`src/verilog/memBusPkg.sv`:
```
package memBusPkg;
    localparam int memAddrBits = 8;
    localparam int memWords = 1 << memAddrBits;
    localparam int wordBits = 32;

    // one credit per response buffer slot
    localparam int fetchCredits = 2;
    localparam int lsuCredits = 1;
    localparam int fetchCreditBits = $clog2(fetchCredits + 1);
    localparam int lsuCreditBits = $clog2(lsuCredits + 1);

    typedef enum logic {srcFetch, srcLsu} reqSource;

    typedef struct packed {
        logic                   valid;
        logic                   write;
        logic [memAddrBits-1:0] addr;   // word address
        logic [wordBits-1:0]    wdata;
        reqSource               src;
    } memReq;

    typedef struct packed {
        logic                valid;
        logic [wordBits-1:0] rdata;
        reqSource            src;
    } memResp;
endpackage

```
`src/verilog/memArbiter.sv`:
```
module memArbiter
    import memBusPkg::*;
(
    input  logic   clk,
    input  logic   reset,
    input  memReq  fetchReq,
    input  memReq  lsuReq,
    output logic   fetchGrant,
    output logic   lsuGrant,
    output memReq  memOut,
    input  memResp memIn,
    output memResp fetchResp,
    output memResp lsuResp
);
    reqSource lastWinner;

    // on a tie the side that won last time waits
    always_comb begin
        fetchGrant = fetchReq.valid;
        lsuGrant = lsuReq.valid;
        if (fetchReq.valid && lsuReq.valid) begin
            fetchGrant = lastWinner == srcLsu;
            lsuGrant = lastWinner == srcFetch;
        end
    end

    always_ff @(posedge clk) begin
        memOut <= lsuGrant ? lsuReq : fetchReq;
        if (reset) begin
            memOut.valid <= 1'b0;
            lastWinner <= srcLsu;   // fetch takes the first tie
        end else begin
            memOut.valid <= fetchGrant || lsuGrant;
            if (fetchGrant)
                lastWinner <= srcFetch;
            else if (lsuGrant)
                lastWinner <= srcLsu;
        end
    end

    always_comb begin
        fetchResp = memIn;
        lsuResp = memIn;
        fetchResp.valid = memIn.valid && memIn.src == srcFetch;
        lsuResp.valid = memIn.valid && memIn.src == srcLsu;
    end
endmodule

```
`config.mk`:
```
export PLATFORM = sky130hd
export DESIGN_NAME = memArbiter
export DESIGN_NICKNAME = d
export VERILOG_FILES = /design/src/verilog/memBusPkg.sv /design/src/verilog/memArbiter.sv
export SDC_FILE = /design/constraint.sdc
export NUM_CORES = 1
export LEC_CHECK = 0
export BUFFER_PORTS_ARGS = -buffer_cell sky130_fd_sc_hd__buf_2
export CORE_AREA = 2 2 91 93
export DETAILED_ROUTE_END_ITERATION = 16
export DIE_AREA = 0 0 93 95
export SLEW_MARGIN = 15
export SYNTH_ARGS = -nofsm -noshare
export SYNTH_HDL_FRONTEND = slang
export SYNTH_SLANG_ARGS = --single-unit
```
`constraint.sdc`:
```
create_clock -name clk -period 3.89 [get_ports clk]
set_input_delay 0.1945 -clock clk [delete_from_list [all_inputs] [get_ports clk]]
set_output_delay 0.1945 -clock clk [all_outputs]
set_load 0.02 [all_outputs]
```
==> results by group <==
Critical path
  • CP Cell Sequence: a21boi_4 > buf_4 > mux2_2
  • CP max stage cell: a21boi_4
  • Worst path required time: a little over 4000 ps
  • CP Launch Type: flip-flop
  • Worst setup path category: flip-flop to flip-flop
  • WP buf/inv: 1
  • CP max FO: 23
  • Crit. End Element: flip-flop
  • Worst path max stage delay: ~600 ps
  • Worst EP arrival: 2060 ps
  • Delay-heaviest family, CP: compound AO/OA/AOI/OAI gates

Die
  • DIE WIDTH: slightly above 90 um
  • Site Rows: 33
  • DIE AREA: 8840 um2
  • Core ar.: 7930 um2
  • Die Span Y: about 95 um
  • Initial Utilization: around a quarter
  • IO Pins: 235

Power
  • VDD IR-drop max: 134 uV
  • Leak pwr: 1.17 nW
  • Psw: approximately 270 uW
  • Switching share of power: 26.0%
  • Seq pwr share: roughly 47%
  • Combinational power share: 18.8%
  • P_int: between 700 and 800 uW
  • Clock power frac: around 34%
  • Cell Pwr Density: approximately 450 nW/um2

Timing
  • Period utilisation layout: about 48%
  • Final hold slack: 59.1 ps
  • Slew margin rel.: between 50 and 60%
  • Post-layout min period: 1880 ps
  • Clock Skews: 7.54 ps
  • Peak Freq: ~0.53 GHz
  • Setup TNS: 0 ps
  • Worst slew pin tran: 718 ps
  • Max Slew Vio Count: 0
  • Final setup fails: 0
  • Fin. Hold Viols: 0
  • RSZ-0062 raised after global routing: no

Yosys
  • Largest area contributor in the netlist: dfxtp_1
  • Synth cell types: 15
  • Syn nets: between 200 and 300
  • Syn Std Cell Area: 1970 um2
  • #FFs+latches synth: between 40 and 50
  • Synth Warn #: 0
  • Main combinational cell family by area after synthesis: buffers and inverters
  • Mux cell area share after synthesis: 24.0%
  • Post-synthesis compound-gate area fraction: ~1.7%
  • Share of the synthesized area in the top cell type: 44.8%
  • Synth Area in XOR/XNOR: 0%
  • Post-Synth Simple-Gate Area: approximately 1.5%
  • Syn Area/Cell: approximately 12 um2
  • Sequential element share of the synthesized area: 44.8%
  • Largest cells by area after synthesis: dfxtp_1 (45%), buf_4 (25%), mux2_2 (23%)
  • Adder-cell share of the synthesized area: 0%
  • Post-Synthesis Cells: about 170

Clocking
  • Clock Pin Slew Worst Setup and Hold Paths: around 90 ps
  • # clock sinks: 44
  • Hold buffers post-CTS: 0
  • Resize count post-CTS: 0
  • Postcts setup bufs: 0
  • CTS Buf Count: 5
  • CTS tree: done
  • Clock Latency Late Sink: about 290 ps
  • H-tree depth: 2
  • Root Driver: clkbuf_8
  • Clock buffer depth: 2

Placed design
  • Placed cell count: between 300 and 400
  • Post-DP HPWL: ~3.3 mm
  • RD Place Congestion: between 0.6 and 0.7
  • IO Port Bufs: 138
  • Placed inst area: about 2300 um2

Layout
  • Area delta synth->final: 20.3%
  • Share of cells above drive strength 1: 77.8%
  • # diodes: 0
  • Final instance area: roughly 2400 um2
  • Final Non-Filler Cells: between 300 and 400
  • Nets: around 360

Status
  • Outcome: completed

Route
  • Router iterations before antenna repair: 2
  • Routed WL: 4.07 mm
  • Final ANT Viol Nets: 0
  • Vias per cell: ~3.8
  • DR DRC count: 0
  • DRT iter0 DRCs: 17
  • Via count: ~1300
  • Wire length per cell: ~12 um

Flow run
  • Total of max-cap violations: 0

Global routing
  • GRT Total Usage: ~8.4%
  • Largest net degree at the start of global routing: 24
  • Initial antenna violation count: 0
  • Vias in the first global route: ~1200
  • Gr ovfl total: 0
  • First-pass GRT wire length: approximately 5.5 mm

Worst hold path
  • HP Class: input pin to flip-flop
cells in the mapped netlist, drive strengths merged:
master	n
or2	1
inv	1
clkbuf	2
buf	68
and2	1
mux2	42
nand2	1
nor2	2
a21o	1
dfxtp	44
nor2b	1
a21boi	2
cell usage in the layout (no fill, tap or decap), drive strengths merged:
master    netlist  final
nor2            2      2
nand2           1      1
buf            68    139
and2            1      1
clkbuf          2      5
dfxtp          44     44
bufinv          0      1
a21o            1      1
mux2           42     42
clkinvlp        0      1
a21boi          2      2
or2             1      1
nor2b           1      1
inv             1      2
state kept, by name, indices dropped and copies added (netlist names):
name,cells
lastWinner,1
memOut,43
cells by family after synthesis:
| group | after synthesis |
|---|---|
| AO/OA/AOI/OAI | 3 |
| flip-flops | 44 |
| buffers and inverters | 71 |
| multiplexers | 42 |
| AND/OR/NAND/NOR | 6 |
metrics by stage:
step                      power (mW)  worst slack [ps]  util, %
after global placement         0.710              1990     28.4
final                           1.06              2010     29.8
after global routing            1.12              1840     29.8
after floorplan                0.723              2670        -
after detailed placement       0.713              1940     28.4
after CTS                       1.08              1920     29.8
routing by layer:
layer / vias up / share of wire (%) / GRT usage, % / wire [um]
li1: 624 / - / - / -
met1: 571 / 36 / 7.76 / 1460
met2: 91 / 48 / 14.3 / 1950
met3: 26 / 11 / 3.35 / 440
met4: 0 / 5.4 / 7.48 / 218
met5: - / 0 / 0 / 0
worst paths after layout:
path | start | to | slack (ps) | cells past startpoint
worst max-delay path | lastWinner$_SDFFE_PP1P_ | memOut[0]$_DFF_P_ | 2010 | 3
worst min-delay path | reset | memOut[42]$_SDFF_PP0_ | 60 | 2
worst max register to register | lastWinner$_SDFFE_PP1P_ | memOut[0]$_DFF_P_ | 2010 | 3
worst min register to register | lastWinner$_SDFFE_PP1P_ | lastWinner$_SDFFE_PP1P_ | 550 | 2
area by class of cell:
class                   count  area (um2)
fillers                   857        5560
clock inverters             3        46.3
flip-flops and latches     44         881
clock buffers               5        68.8
inverters                   1        3.75
well taps                 105         131
repair buffers            139         698
multi-input cells          51         537
power by group through the flow:
stage	Clock (mW)	Sequential, mW	Combinational (mW)
after CTS	0.378	0.500	0.203
after floorplan	0	0.562	0.161
after global routing	0.398	0.503	0.215
after global placement	0	0.510	0.200
after detailed placement	0	0.510	0.203
final	0.357	0.499	0.199
Note: power is estimated with default switching activity, not from simulation.
