**config.mk**
```make
export PLATFORM = sky130hd
export DESIGN_NAME = fetchUnit
export DESIGN_NICKNAME = d
export VERILOG_FILES = /design/src/verilog/memBusPkg.sv /design/src/verilog/rvTypesPkg.sv /design/src/verilog/fetchUnit.sv
export SDC_FILE = /design/constraint.sdc
export NUM_CORES = 1
export LEC_CHECK = 0
export BUFFER_PORTS_ARGS = -buffer_cell sky130_fd_sc_hd__buf_2
export CAP_MARGIN = 20
export CORE_MARGIN = 8
export CORE_UTILIZATION = 25
export DETAILED_ROUTE_END_ITERATION = 16
export GPL_TIMING_DRIVEN = 0
export PLACE_DENSITY_LB_ADDON = 0.2
export SYNTH_ARGS = -nofsm -noshare
export SYNTH_HDL_FRONTEND = slang
export SYNTH_SLANG_ARGS = --single-unit
```
**constraint.sdc**
```tcl
create_clock -name clk -period 14.65 [get_ports clk]
set_clock_uncertainty 0.05 [all_clocks]
set_input_delay 4.395 -clock clk [delete_from_list [all_inputs] [get_ports clk]]
set_output_delay 4.395 -clock clk [all_outputs]
set_load 0.02 [all_outputs]
```
**src/verilog/memBusPkg.sv**
```systemverilog
package memBusPkg;
    localparam int memAddrBits = 8;
    localparam int memWords = 1 << memAddrBits;
    localparam int wordBits = 32;

    // one credit per response buffer slot
    localparam int fetchCredits = 2;
    localparam int lsuCredits = 1;
    localparam int fetchCreditBits = $clog2(fetchCredits + 1);
    localparam int lsuCreditBits = $clog2(lsuCredits + 1);

    typedef enum logic {srcFetch, srcLsu} reqSource;

    typedef struct packed {
        logic                   valid;
        logic                   write;
        logic [memAddrBits-1:0] addr;   // word address
        logic [wordBits-1:0]    wdata;
        reqSource               src;
    } memReq;

    typedef struct packed {
        logic                valid;
        logic [wordBits-1:0] rdata;
        reqSource            src;
    } memResp;
endpackage

```
**src/verilog/rvTypesPkg.sv**
```systemverilog
package rvTypesPkg;
    localparam int xlen = 32;

    // major opcodes of the supported subset
    localparam logic [6:0] opcOp     = 7'b0110011;
    localparam logic [6:0] opcOpImm  = 7'b0010011;
    localparam logic [6:0] opcLui    = 7'b0110111;
    localparam logic [6:0] opcLoad   = 7'b0000011;
    localparam logic [6:0] opcStore  = 7'b0100011;
    localparam logic [6:0] opcBranch = 7'b1100011;
    localparam logic [6:0] opcJal    = 7'b1101111;
    localparam logic [6:0] opcSystem = 7'b1110011;

    typedef struct packed {
        logic [6:0] funct7;
        logic [4:0] rs2;
        logic [4:0] rs1;
        logic [2:0] funct3;
        logic [4:0] rd;
        logic [6:0] opcode;
    } rView;

    // S and B formats carry the immediate in two pieces
    typedef struct packed {
        logic [6:0] immHigh;
        logic [4:0] rs2;
        logic [4:0] rs1;
        logic [2:0] funct3;
        logic [4:0] immLow;
        logic [6:0] opcode;
    } sbView;

    typedef union packed {
        rView  r;
        sbView sb;
    } instrWord;

    typedef enum logic [3:0] {
        opAdd, opSub, opAnd, opOr, opXor, opSll, opSrl, opSra, opSlt, opSltu, opPassB
    } aluOp;

    typedef enum logic [1:0] {brEq, brNe, brLt, brGe} branchKind;

    typedef struct packed {
        logic [xlen-1:0] pc;
        logic [4:0]      rd;
        logic [xlen-1:0] value;
        logic            writes;
    } retireRecord;
endpackage

```
**src/verilog/fetchUnit.sv**
```systemverilog
module fetchUnit
    import rvTypesPkg::*;
    import memBusPkg::*;
(
    input  logic            clk,
    input  logic            reset,
    input  logic            redirect,
    input  logic [xlen-1:0] redirectPc,
    input  logic            instrTake,
    output logic            instrValid,
    output instrWord        instr,
    output logic [xlen-1:0] instrPc,
    output memReq           req,
    input  logic            grant,
    input  memResp          resp
);
    typedef struct packed {
        logic            epoch;
        logic [xlen-1:0] pc;
    } fetchTag;

    typedef struct packed {
        instrWord        instr;
        logic [xlen-1:0] pc;
    } queueEntry;

    logic [xlen-1:0] fetchPc;
    logic epoch;
    logic [fetchCreditBits-1:0] credits;
    logic [fetchCreditBits-1:0] count;
    logic head;
    queueEntry queue [2];
    fetchTag tagPipe [3];   // grant to response is always three cycles
    logic pop;
    logic keep;
    logic drop;

    assign req.valid = credits != '0 && !redirect;
    assign req.write = 1'b0;
    assign req.addr = fetchPc[memAddrBits+1:2];
    assign req.wdata = '0;
    assign req.src = srcFetch;

    assign instrValid = count != '0;
    assign instr = queue[head].instr;
    assign instrPc = queue[head].pc;

    assign pop = instrTake && instrValid && !redirect;
    assign keep = resp.valid && tagPipe[2].epoch == epoch && !redirect;
    assign drop = resp.valid && !keep;   // stale, only the credit comes back

    always_ff @(posedge clk) begin
        tagPipe[0] <= '{epoch: epoch, pc: fetchPc};
        tagPipe[1] <= tagPipe[0];
        tagPipe[2] <= tagPipe[1];
        if (keep)
            queue[head ^ count[0]] <= '{instr: resp.rdata, pc: tagPipe[2].pc};
    end

    always_ff @(posedge clk) begin
        if (reset) begin
            fetchPc <= '0;
            epoch <= 1'b0;
            credits <= fetchCreditBits'(fetchCredits);
            count <= '0;
            head <= 1'b0;
        end else begin
            // flushed entries hand their credits back at once
            credits <= credits - fetchCreditBits'(grant) + fetchCreditBits'(pop)
                + fetchCreditBits'(drop) + (redirect ? count : '0);
            if (redirect) begin
                fetchPc <= redirectPc;
                epoch <= ~epoch;
                count <= '0;
            end else begin
                if (grant)
                    fetchPc <= fetchPc + 32'd4;
                count <= count + fetchCreditBits'(keep) - fetchCreditBits'(pop);
                if (pop)
                    head <= ~head;
            end
        end
    end
endmodule

```
==> out/metrics.csv <==
metric,value,unit
synth_top_area_cell,edfxtp_1,
tns,0,ns
min_period,10.12,ns
synth_cell_types,49,
max-cap-violations,0,
syn-cell-area,0.009138,sq mm
dieArea,0.04292,sq mm
postRouteAntennaNets,0,
leakagePower,4.489,nW
fp.dieW,207.2,microns
placed_area,0.01071,sq mm
drt_pass1_iterations,4,
cts.sinks,266,
required,10.20,ns
wl_met1,10230,microns
die_height,207.2,microns
setup_violations,0,
cp-end-kind,output port,
hpwl,15520,microns
cts_max_level,1,
drt-total-wl,21610,microns
cts_made_buffers,30,
vias_per_cell,3.975,
avgRoutedWirePerCell,16.37,microns
grt_pass1_wl,32890,microns
nets,905,
final_cell_mix,"buf_2, dfxtp_1, edfxtp_1",
synth_area_leaders,"edfxtp_1, dfxtp_1, mux2_2",
ir_drop,0.06842,mV
ys_warn_count,0,
layout_worst_path_cycle_share,69.05,%
cts_tree,built,
final_hold_viol_count,0,
fmax,98.86,MHz
post_cts_buffers,0,
clk_latency,0.54,ns
synth_top_area_share,42.06,%
async_flop_share,0,%
slew_headroom,44.12,%
power,1.712,mW
wl_met3,1140,microns
highest_layer,met4,
area_delta_synth_final,28.32,%
worst-setup-path-type,in -> out,
floorplan.initialDensity,25.14,%
antenna_found_initial,0,
dp.cells,1264,
num_rows,70,
utilization,32.26,%
wl_met2,9834,microns
layout.cells.non_filler,1320,
hold_buffers,0,
rsz0062_at_grt,false,
ys_seq_area_share,72.30,%
clockBufferDepth,3,
outcome,completed,
design_area,0.01173,sq mm
root_buffer,clkbuf_16,
arrival,5.67,ns
synthCells,614,
drcViolationCount,0,
hp-class,reg -> reg,
vias,5247,
grt-ovfl-total,0,
grt_max_degree,22,
nFillCells,3620,
avgSynthCellArea,14.88,sq um
slew_viol_final,0,
power_density,146.0,mW/mm^2
synth_edf_count,128,
gp_congestion,0.7868,
clkTransAtPathRegs,0.06,ns
startpoint_type,primary input,
cts_resized,0,
ys_ff_latch,266,
track_usage,9.741,%
final_layout_size_suffix_gt1_share,36.97,%
grt_pass1_vias,5383,
fin_ws,4.535,ns
io_pins,179,
whs,0.2716,ns
drt_iter0_drc,170,
synth_ff_type,dfxtp_1,
path_max_fanout,10,
portBuffers,143,
core_area,0.03635,sq mm
place_ws,4.510,ns
tightest_slew,0.8382,ns
diodes,0,
final_common_cell,buf_2,
[cells in the mapped netlist, drive strengths merged, types with 2 or more instances]
| master | number |
|---|---|
| dfxtp | 138 |
| edfxtp | 128 |
| mux2 | 64 |
| buf | 47 |
| nor2 | 36 |
| nand2 | 21 |
| clkbuf | 17 |
| a311oi | 13 |
| inv | 13 |
| xnor2 | 12 |
| nand3 | 11 |
| nand4 | 10 |
| a211oi | 9 |
| or4 | 9 |
| xor2 | 9 |
| and4 | 7 |
| o21ai | 7 |
| a21oi | 6 |
| o31ai | 6 |
| or3 | 6 |
| ha | 5 |
| nor4 | 5 |
| nor2b | 4 |
| a2111oi | 3 |
| and2 | 3 |
| mux2i | 3 |
| nor3 | 3 |
| nor3b | 3 |
| a31oi | 2 |
| and3 | 2 |
| nand2b | 2 |
| o311ai | 2 |
[report_power, final]
part,switching [mW],total [mW],internal (mW)
logic,0.0703,0.120,0.0501
clock network,0.291,0.751,0.460
registers,0.0189,0.840,0.821
[sequential cells by signal, summed over array words and instances, names as in the netlist, named ones only]
name	flops
queue	128
tagPipe	99
fetchPc	32
count	2
credits	2
epoch	1
head	1
[metal layers]
metal / vias to the layer above / GRT usage (%)
met5: - / 0
met4: 0 / 2.711
met3: 32 / 2.461
met2: 133 / 15.56
met1: 2463 / 12.94
li1: 2619 / -
[worst max-delay path, cell delays in order]
cell      delay (ns)
buf_2           0.11
clkbuf_1        0.39
buf_1           0.47
nor2_1          0.12
buf_2           0.18
[final timing paths]
check	slack (ns)	to	from	cells past startpoint
worst min register to register	0.27	tagPipe[0][39]	tagPipe[0][6]	0
worst max-delay path	4.53	req[42]	redirect	5
worst max register to register	11.77	credits[1]	count[0]	11
worst min-delay path	0.27	tagPipe[0][39]	tagPipe[0][6]	0
[logic make-up (layout without fill, tap and decap cells)]
group	count (synthesis)	in the layout	share of synthesized area [%]
compound gates	51	51	4.094
simple gates	125	125	7.449
xor+xnor	21	21	2.013
other cells	1	34	0.04104
fa+ha+maj	6	6	0.9037
mux	67	67	8.216
buf+inv	77	282	4.984
flops	266	266	72.30
[area by class of cell]
cell class | count | area (sq um) | share of cell area, %
Buffer | 64 | 406.6 | 3.468
Clock buffer | 41 | 853.3 | 7.278
Clock inverter | 15 | 158.9 | 1.355
Inverter | 13 | 48.80 | 0.4162
Multi-Input combinational cell | 304 | 2215 | 18.89
Sequential cell | 266 | 6606 | 56.34
Tap cell | 468 | 585.6 | 4.994
Timing Repair Buffer | 149 | 850.8 | 7.256
Note: power is estimated with default switching activity, not from simulation.
