--- src/verilog/memBusPkg.sv ---
package memBusPkg;
    localparam int memAddrBits = 8;
    localparam int memWords = 1 << memAddrBits;
    localparam int wordBits = 32;

    // one credit per response buffer slot
    localparam int fetchCredits = 2;
    localparam int lsuCredits = 1;
    localparam int fetchCreditBits = $clog2(fetchCredits + 1);
    localparam int lsuCreditBits = $clog2(lsuCredits + 1);

    typedef enum logic {srcFetch, srcLsu} reqSource;

    typedef struct packed {
        logic                   valid;
        logic                   write;
        logic [memAddrBits-1:0] addr;   // word address
        logic [wordBits-1:0]    wdata;
        reqSource               src;
    } memReq;

    typedef struct packed {
        logic                valid;
        logic [wordBits-1:0] rdata;
        reqSource            src;
    } memResp;
endpackage

--- src/verilog/rvTypesPkg.sv ---
package rvTypesPkg;
    localparam int xlen = 32;

    // major opcodes of the supported subset
    localparam logic [6:0] opcOp     = 7'b0110011;
    localparam logic [6:0] opcOpImm  = 7'b0010011;
    localparam logic [6:0] opcLui    = 7'b0110111;
    localparam logic [6:0] opcLoad   = 7'b0000011;
    localparam logic [6:0] opcStore  = 7'b0100011;
    localparam logic [6:0] opcBranch = 7'b1100011;
    localparam logic [6:0] opcJal    = 7'b1101111;
    localparam logic [6:0] opcSystem = 7'b1110011;

    typedef struct packed {
        logic [6:0] funct7;
        logic [4:0] rs2;
        logic [4:0] rs1;
        logic [2:0] funct3;
        logic [4:0] rd;
        logic [6:0] opcode;
    } rView;

    // S and B formats carry the immediate in two pieces
    typedef struct packed {
        logic [6:0] immHigh;
        logic [4:0] rs2;
        logic [4:0] rs1;
        logic [2:0] funct3;
        logic [4:0] immLow;
        logic [6:0] opcode;
    } sbView;

    typedef union packed {
        rView  r;
        sbView sb;
    } instrWord;

    typedef enum logic [3:0] {
        opAdd, opSub, opAnd, opOr, opXor, opSll, opSrl, opSra, opSlt, opSltu, opPassB
    } aluOp;

    typedef enum logic [1:0] {brEq, brNe, brLt, brGe} branchKind;

    typedef struct packed {
        logic [xlen-1:0] pc;
        logic [4:0]      rd;
        logic [xlen-1:0] value;
        logic            writes;
    } retireRecord;
endpackage

--- src/verilog/loadStoreUnit.sv ---
module loadStoreUnit
    import rvTypesPkg::*;
    import memBusPkg::*;
(
    input  logic            clk,
    input  logic            reset,
    input  logic            lsuStart,
    input  logic            lsuWrite,
    input  logic [xlen-1:0] lsuAddr,
    input  logic [xlen-1:0] lsuData,
    output logic            lsuDone,
    output logic [xlen-1:0] loadData,
    output memReq           req,
    input  logic            grant,
    input  memResp          resp
);
    memReq pending;
    logic [lsuCreditBits-1:0] credits;
    logic bufValid;
    logic [xlen-1:0] bufData;

    always_comb begin
        req = pending;
        req.valid = pending.valid && credits != '0;
    end

    assign lsuDone = bufValid;
    assign loadData = bufData;

    always_ff @(posedge clk) begin
        if (lsuStart) begin
            pending.write <= lsuWrite;
            pending.addr <= lsuAddr[memAddrBits+1:2];
            pending.wdata <= lsuData;
            pending.src <= srcLsu;
        end
        if (resp.valid)
            bufData <= resp.rdata;
        if (reset) begin
            pending.valid <= 1'b0;
            credits <= lsuCreditBits'(lsuCredits);
            bufValid <= 1'b0;
        end else begin
            if (lsuStart)
                pending.valid <= 1'b1;
            else if (grant)
                pending.valid <= 1'b0;
            bufValid <= resp.valid;   // control consumes it the next cycle
            credits <= credits - lsuCreditBits'(grant) + lsuCreditBits'(bufValid);
        end
    end
endmodule

--- config.mk ---
export PLATFORM = sky130hd
export DESIGN_NAME = loadStoreUnit
export DESIGN_NICKNAME = d
export VERILOG_FILES = /design/src/verilog/memBusPkg.sv /design/src/verilog/rvTypesPkg.sv /design/src/verilog/loadStoreUnit.sv
export SDC_FILE = /design/constraint.sdc
export NUM_CORES = 1
export LEC_CHECK = 0
export ABC_AREA = 1
export BUFFER_PORTS_ARGS = -buffer_cell sky130_fd_sc_hd__buf_2
export CAP_MARGIN = 20
export CORE_UTILIZATION = 44
export DETAILED_ROUTE_END_ITERATION = 6
export GPL_ROUTABILITY_DRIVEN = 0
export PLACE_DENSITY = 0.84
export SYNTH_ARGS = -nofsm -noshare
export SYNTH_HDL_FRONTEND = slang
export SYNTH_SLANG_ARGS = --single-unit
--- constraint.sdc ---
create_clock -name clk -period 2.15 [get_ports clk]
set_input_delay 0.43 -clock clk [delete_from_list [all_inputs] [get_ports clk]]
set_output_delay 0.43 -clock clk [all_outputs]
set_load 0.02 [all_outputs]
==> results of run 1 <==
area by class of cell:
type                            instances  share of cell area
Clock inverter                          7             0.02656
Tap cell                               72             0.02656
Sequential cell                        76              0.6640
Inverter                                6            0.006640
Multi-Input combinational cell         11             0.01328
Clock buffer                            9             0.03652
Timing Repair Buffer                  153              0.2265
layout by cell type, fill, tap and decap left out:
| cell | count |
|---|---|
| a21oi_1 | 1 |
| buf_2 | 152 |
| buf_4 | 1 |
| bufinv_16 | 2 |
| clkbuf_8 | 9 |
| clkinv_1 | 1 |
| clkinv_2 | 2 |
| clkinvlp_4 | 1 |
| conb_1 | 1 |
| dfxtp_1 | 3 |
| edfxtp_1 | 73 |
| inv_1 | 6 |
| inv_6 | 1 |
| nand2_1 | 5 |
| nand3_1 | 2 |
| nor2_1 | 2 |
flip-flops by register name (all words and copies together), names as in the netlist:
register and flops:
pending 1, loadData 32, req 41, credits 1, lsuDone 1
worst max-delay path, stage by stage (launching register included):
cell and delay (ns):
dfxtp_1 0.35, nand2_1 0.06, inv_1 0.04, buf_2 0.15
metal layers:
metal | routed length (µm) | global-route usage | up-vias
li1 | - | - | 680
met3 | 667 | 0.07657 | 11
met1 | 1702 | 0.1488 | 623
met4 | 87 | 0.09273 | 2
met2 | 2130 | 0.2371 | 119
met5 | 18 | 0 | -
cell families after synthesis:
kind of cell | after synthesis | synth area share
compound gates | 1 | 0.001898
flops | 76 | 0.8547
buf+inv | 48 | 0.1282
other cells | 1 | 0.001423
simple gates | 9 | 0.01377
report_power, final:
part	total [W]	switching, W	internal (W)
Combinational	0.000361	0.000235	0.000126
Clock	0.00114	0.000490	0.000649
Sequential	0.00178	0.0000275	0.00175
Total	0.00328	0.000752	0.00252
metrics by stage:
step	instances	setup slack (ns)	area [µm²]	utilization
final	334	0.7886	3392	0.6012
after global routing	334	0.6919	3392	0.6012
after CTS	334	0.7687	3392	0.6012
after detailed placement	318	0.7879	3178	0.5633
after global placement	318	0.8246	3178	0.5633
after floorplan	135	1.213	2635	-
worst paths after layout:
check	from	slack, ns	cells after the start	end
worst max-delay path	credits	0.79	3	req[42]
worst min-delay path	resp[1]	0.27	1	loadData[0]
worst max register to register	credits	1.41	5	credits
worst min register to register	lsuDone	0.50	3	credits
==> qor.yml, run 1 <==
status: "complete, no violations"
fin_crit_sh: 0.6332
synth_edf_count: 73
grt.total_usage: 0.1468
syn_nets: 238
layout-drive-gt1-share: 0.6412
wl_per_cell_um: 13.79
criticalPathCategory: "reg2out"
total_power_w: 0.003277
crit_required_ns: 1.72
crit_arrival_ns: 0.93
power_density_nw_per_um2: 966.0
post_cts_resized: 0
synthCells: 135
ys_seq_elements: 76
layout_min_cycle_time_ns: 1.361
syn_area_per_cell_um2: 19.52
die-height_um: 79.39
tightestPinTransition_ns: 0.6733
routed_wl_um: 4606
clock_skew_ns: 0.0002621
rsz0062_at_grt: "no"
hold_buffers: 0
io_pins: 179
clk_pin_slew_worst_paths_ns: 0.08
route.detailed.drc: 0
maxCapViolCount: 0
p_leak_nw: 1.511
start_util: 0.4671
n_antenna_cell: 0
first_global_vias: 1439
clk_latency_ns: 0.33
yosysWarnings: 0
synth_most_common_cell: "edfxtp_1"
core_um2: 5642
dieArea_um2: 6302
num_rows: 27
drtIter0Drc: 90
vdd_drop_max_v: 0.0007302
nets: 360
min_path_type: "in2reg"
cts_made_buffers: 9
yosysSeqAreaShare: 0.8547
finalHoldViolCount: 0
overflow: 0
vias: 1435
drv_slew: 0
hold_slack_ns: 0.2654
grt_max_degree: 43
dr.pass1.iters: 4
area_growth_pct: 28.73
dp_hpwl_um: 3492
cts_setup_buffers: 0
cp-start-kind: "register"
yosys-top-cells-count: "edfxtp_1 (73), buf_4 (42), inv_1 (6)"
tns_ns: 0
synth_cell_types: 9
synth_ff_type: "edfxtp_1"
cts_tree: "done"
cts_buffer_depth: 2
end_kind: "output port"
yosysTopAreaCellShare: 0.8319
via_per_inst: 4.296
numPortBuffers: 152
grt_pass1_wl_um: 6451
yosysTopAreaCell: "edfxtp_1"
multiInputGateArea_um2: 45.04
die_w_um: 79.39
seqCellArea_um2: 2252
clock_sinks: 76
maxSlewHeadroom: 0.5512
synth-async-reset-ratio: 0
synth_area_leaders: "edfxtp_1 (83%), buf_4 (12%), dfxtp_1 (2.3%), inv_1 (0.85%), nand2_1 (0.71%)"
n_fill_cell: 436
fmax_mhz: 734.5
syn-cell-area_um2: 2635
final_antenna_net_count: 0
antenna_found_initial: 1
setup_viol: 0
cts-root-buf: "clkbuf_8"
htreeDepth: 3
path_max_fanout: 3
Note: power is estimated with default switching activity, not from simulation.
==> inputs of run 2 (changes only) <==
--- a/config.mk
+++ b/config.mk
@@ -5,13 +5,13 @@
 export SDC_FILE = /design/constraint.sdc
 export NUM_CORES = 1
 export LEC_CHECK = 0
-export ABC_AREA = 1
+export ABC_AREA = 0
 export BUFFER_PORTS_ARGS = -buffer_cell sky130_fd_sc_hd__buf_2
 export CAP_MARGIN = 20
-export CORE_UTILIZATION = 44
+export CORE_UTILIZATION = 37
 export DETAILED_ROUTE_END_ITERATION = 6
 export GPL_ROUTABILITY_DRIVEN = 0
-export PLACE_DENSITY = 0.84
+export PLACE_DENSITY = 0.76
 export SYNTH_ARGS = -nofsm -noshare
 export SYNTH_HDL_FRONTEND = slang
 export SYNTH_SLANG_ARGS = --single-unit
==> constraint.sdc (replaced) <==
create_clock -name clk -period 1.25 [get_ports clk]
set_input_delay 0.25 -clock clk [delete_from_list [all_inputs] [get_ports clk]]
set_output_delay 0.25 -clock clk [all_outputs]
set_load 0.02 [all_outputs]
==> qor.yml, run 2 <==
status: "complete, no violations"
via_per_inst: 4.046
syn-cell-area_um2: 2628
p_leak_nw: 1.486
fin_crit_sh: 0.9621
critical_path.cell_chain: "and2_1, buf_6"
stdcell_area_um2: 3438
cts_buffer_depth: 2
first_global_vias: 1456
numPortBuffers: 152
layout_common_cells: "buf_2 (151), edfxtp_1 (73), clkbuf_8 (9), clkinvlp_4 (3)"
synth_compound_area_frac: 0.001905
largest_reg_flops: 41
ys_seq_elements: 76
hold_buffers: 0
vdd_drop_max_v: 0.0008784
yosysWarnings: 0
yosys-top-cells-count: "edfxtp_1 (73), buf_4 (42), dfxtp_1 (3)"
synth_cell_types: 10
yosysTopAreaCell: "edfxtp_1"
cts_tree: "done"
core_um2: 6832
rsz0062_at_grt: "no"
crit_slowest_cell: "dfxtp_2"
synthCells: 126
placed_area_um2: 3233
criticalPathCategory: "reg2out"
n_antenna_cell: 0
cts_setup_buffers: 0
layout-drive-gt1-share: 0.6693
dieArea_um2: 7443
start_util: 0.3846
final_common_cell: "buf_2"
min_path_type: "in2reg"
synth_ff_type: "edfxtp_1"
synth_mux_area_frac: 0
wl_per_cell_um: 13.05
grt.total_usage: 0.1236
finalHoldViolCount: 0
clock_skew_ns: 0.0002287
layout_min_cycle_time_ns: 1.203
die-height_um: 86.27
synth_most_common_cell: "edfxtp_1"
n_fill_cell: 594
setup_viol: 0
hold_slack_ns: 0.08150
final_util: 0.5033
cts_made_buffers: 9
dr.pass1.iters: 4
synth-async-reset-ratio: 0
htreeDepth: 3
yosysTopAreaCellShare: 0.8343
power_density_nw_per_um2: 1606
fmax_mhz: 831.5
overflow: 0
synth_edf_count: 73
grt_max_degree: 43
num_rows: 30
area_growth_pct: 30.86
stdcell_count: 350
synth_area_leaders: "edfxtp_1 (83%), buf_4 (12%), dfxtp_1 (2.3%), xnor3_1 (0.86%), nand2b_1 (0.48%)"
synthSimpleGateAreaFrac: 0.009524
vias: 1416
post_cts_resized: 1
grt_pass1_wl_um: 6492
clk_pin_slew_worst_paths_ns: 0.08
path_max_fanout: 2
cts-root-buf: "clkbuf_8"
clk_latency_ns: 0.34
dp_hpwl_um: 3361
crit_arrival_ns: 0.95
crit_required_ns: 1.00
die_w_um: 86.27
max_stage_delay_ns: 0.33
cp-start-kind: "register"
route.detailed.drc: 0
final_antenna_net_count: 0
tns_ns: 0
seqCellArea_um2: 2253
antenna_found_initial: 0
syn_area_per_cell_um2: 20.85
synth_top_family_by_area: "buffers and inverters"
clock_sinks: 76
synth_xor_xnor_area_share: 0.008571
routed_wl_um: 4568
drv_slew: 0
end_kind: "output port"
drtIter0Drc: 50
synthAdderAreaFrac: 0
multiInputGateArea_um2: 56.30
syn_nets: 229
io_pins: 179
dp_cells: 334
yosysSeqAreaShare: 0.8571
nets: 352
maxCapViolCount: 0
[run 2: cell count changes in the layout (fill, tap and decap cells not counted), sizes merged, moves of 2 or more]
cell      previous run  this run
nand2                5         0
inv                  7         3
clkinv               3         1
clkinvlp             1         3
nand2b               0         2
nand3                2         0
nor2                 2         0
[run 2: worst max-delay path, delay by kind of cell (launching register included)]
kind,cells,cell delay (ns)
buffers and inverters,1,0.13
AND/OR/NAND/NOR,1,0.16
flip-flops,1,0.33
[run 2: worst paths after layout]
kind	start	endpoint	slack, ns	cells past startpoint
setup / recovery	credits	req[42]	0.05	2
hold / removal	lsuData[18]	req[19]	0.08	1
setup reg to reg	credits	credits	0.47	2
hold reg to reg	pending[42]	pending[42]	0.49	2
[run 2: final cells by class]
| class | count | area share |
|---|---|---|
| Clock inverter | 7 | 0.02147 |
| Tap cell | 96 | 0.03493 |
| Clock buffer | 9 | 0.03603 |
| Sequential cell | 76 | 0.6554 |
| Multi-Input combinational cell | 7 | 0.01638 |
| Timing Repair Buffer | 154 | 0.2347 |
| Inverter | 1 | 0.001092 |
[run 2: stage by stage]
step,power [W],setup WS (ns)
2_1_floorplan,0.003546,0.4489
3_3_place_gp,0.003754,0.3290
3_5_place_dp,0.003769,0.3227
4_1_cts,0.005601,0.01165
5_1_grt,0.005738,0.005148
6_report,0.005523,0.04738
[run 2: logic make-up after synthesis]
family,Yosys count
buffers and inverters,43
AO/OA/AOI/OAI,1
XOR/XNOR,1
AND/OR/NAND/NOR,4
other,1
flip-flops,76
[run 2: metal layers]
metal  routed length (µm)  track usage  part of all wire
met1                 1647       0.1169              0.36
met2                 2168       0.2035              0.47
met3                  661      0.07429              0.14
met4                   91      0.07727             0.020
met5                    0            0                 0
[run 2: power by group]
group	total (W)	switching [W]	internal (W)	leakage (nW)
clock network	0.00182	0.000889	0.000928	0.0899
logic	0.000650	0.000408	0.000243	0.657
registers	0.00306	0.0000456	0.00301	0.739
total	0.00552	0.00134	0.00418	1.49
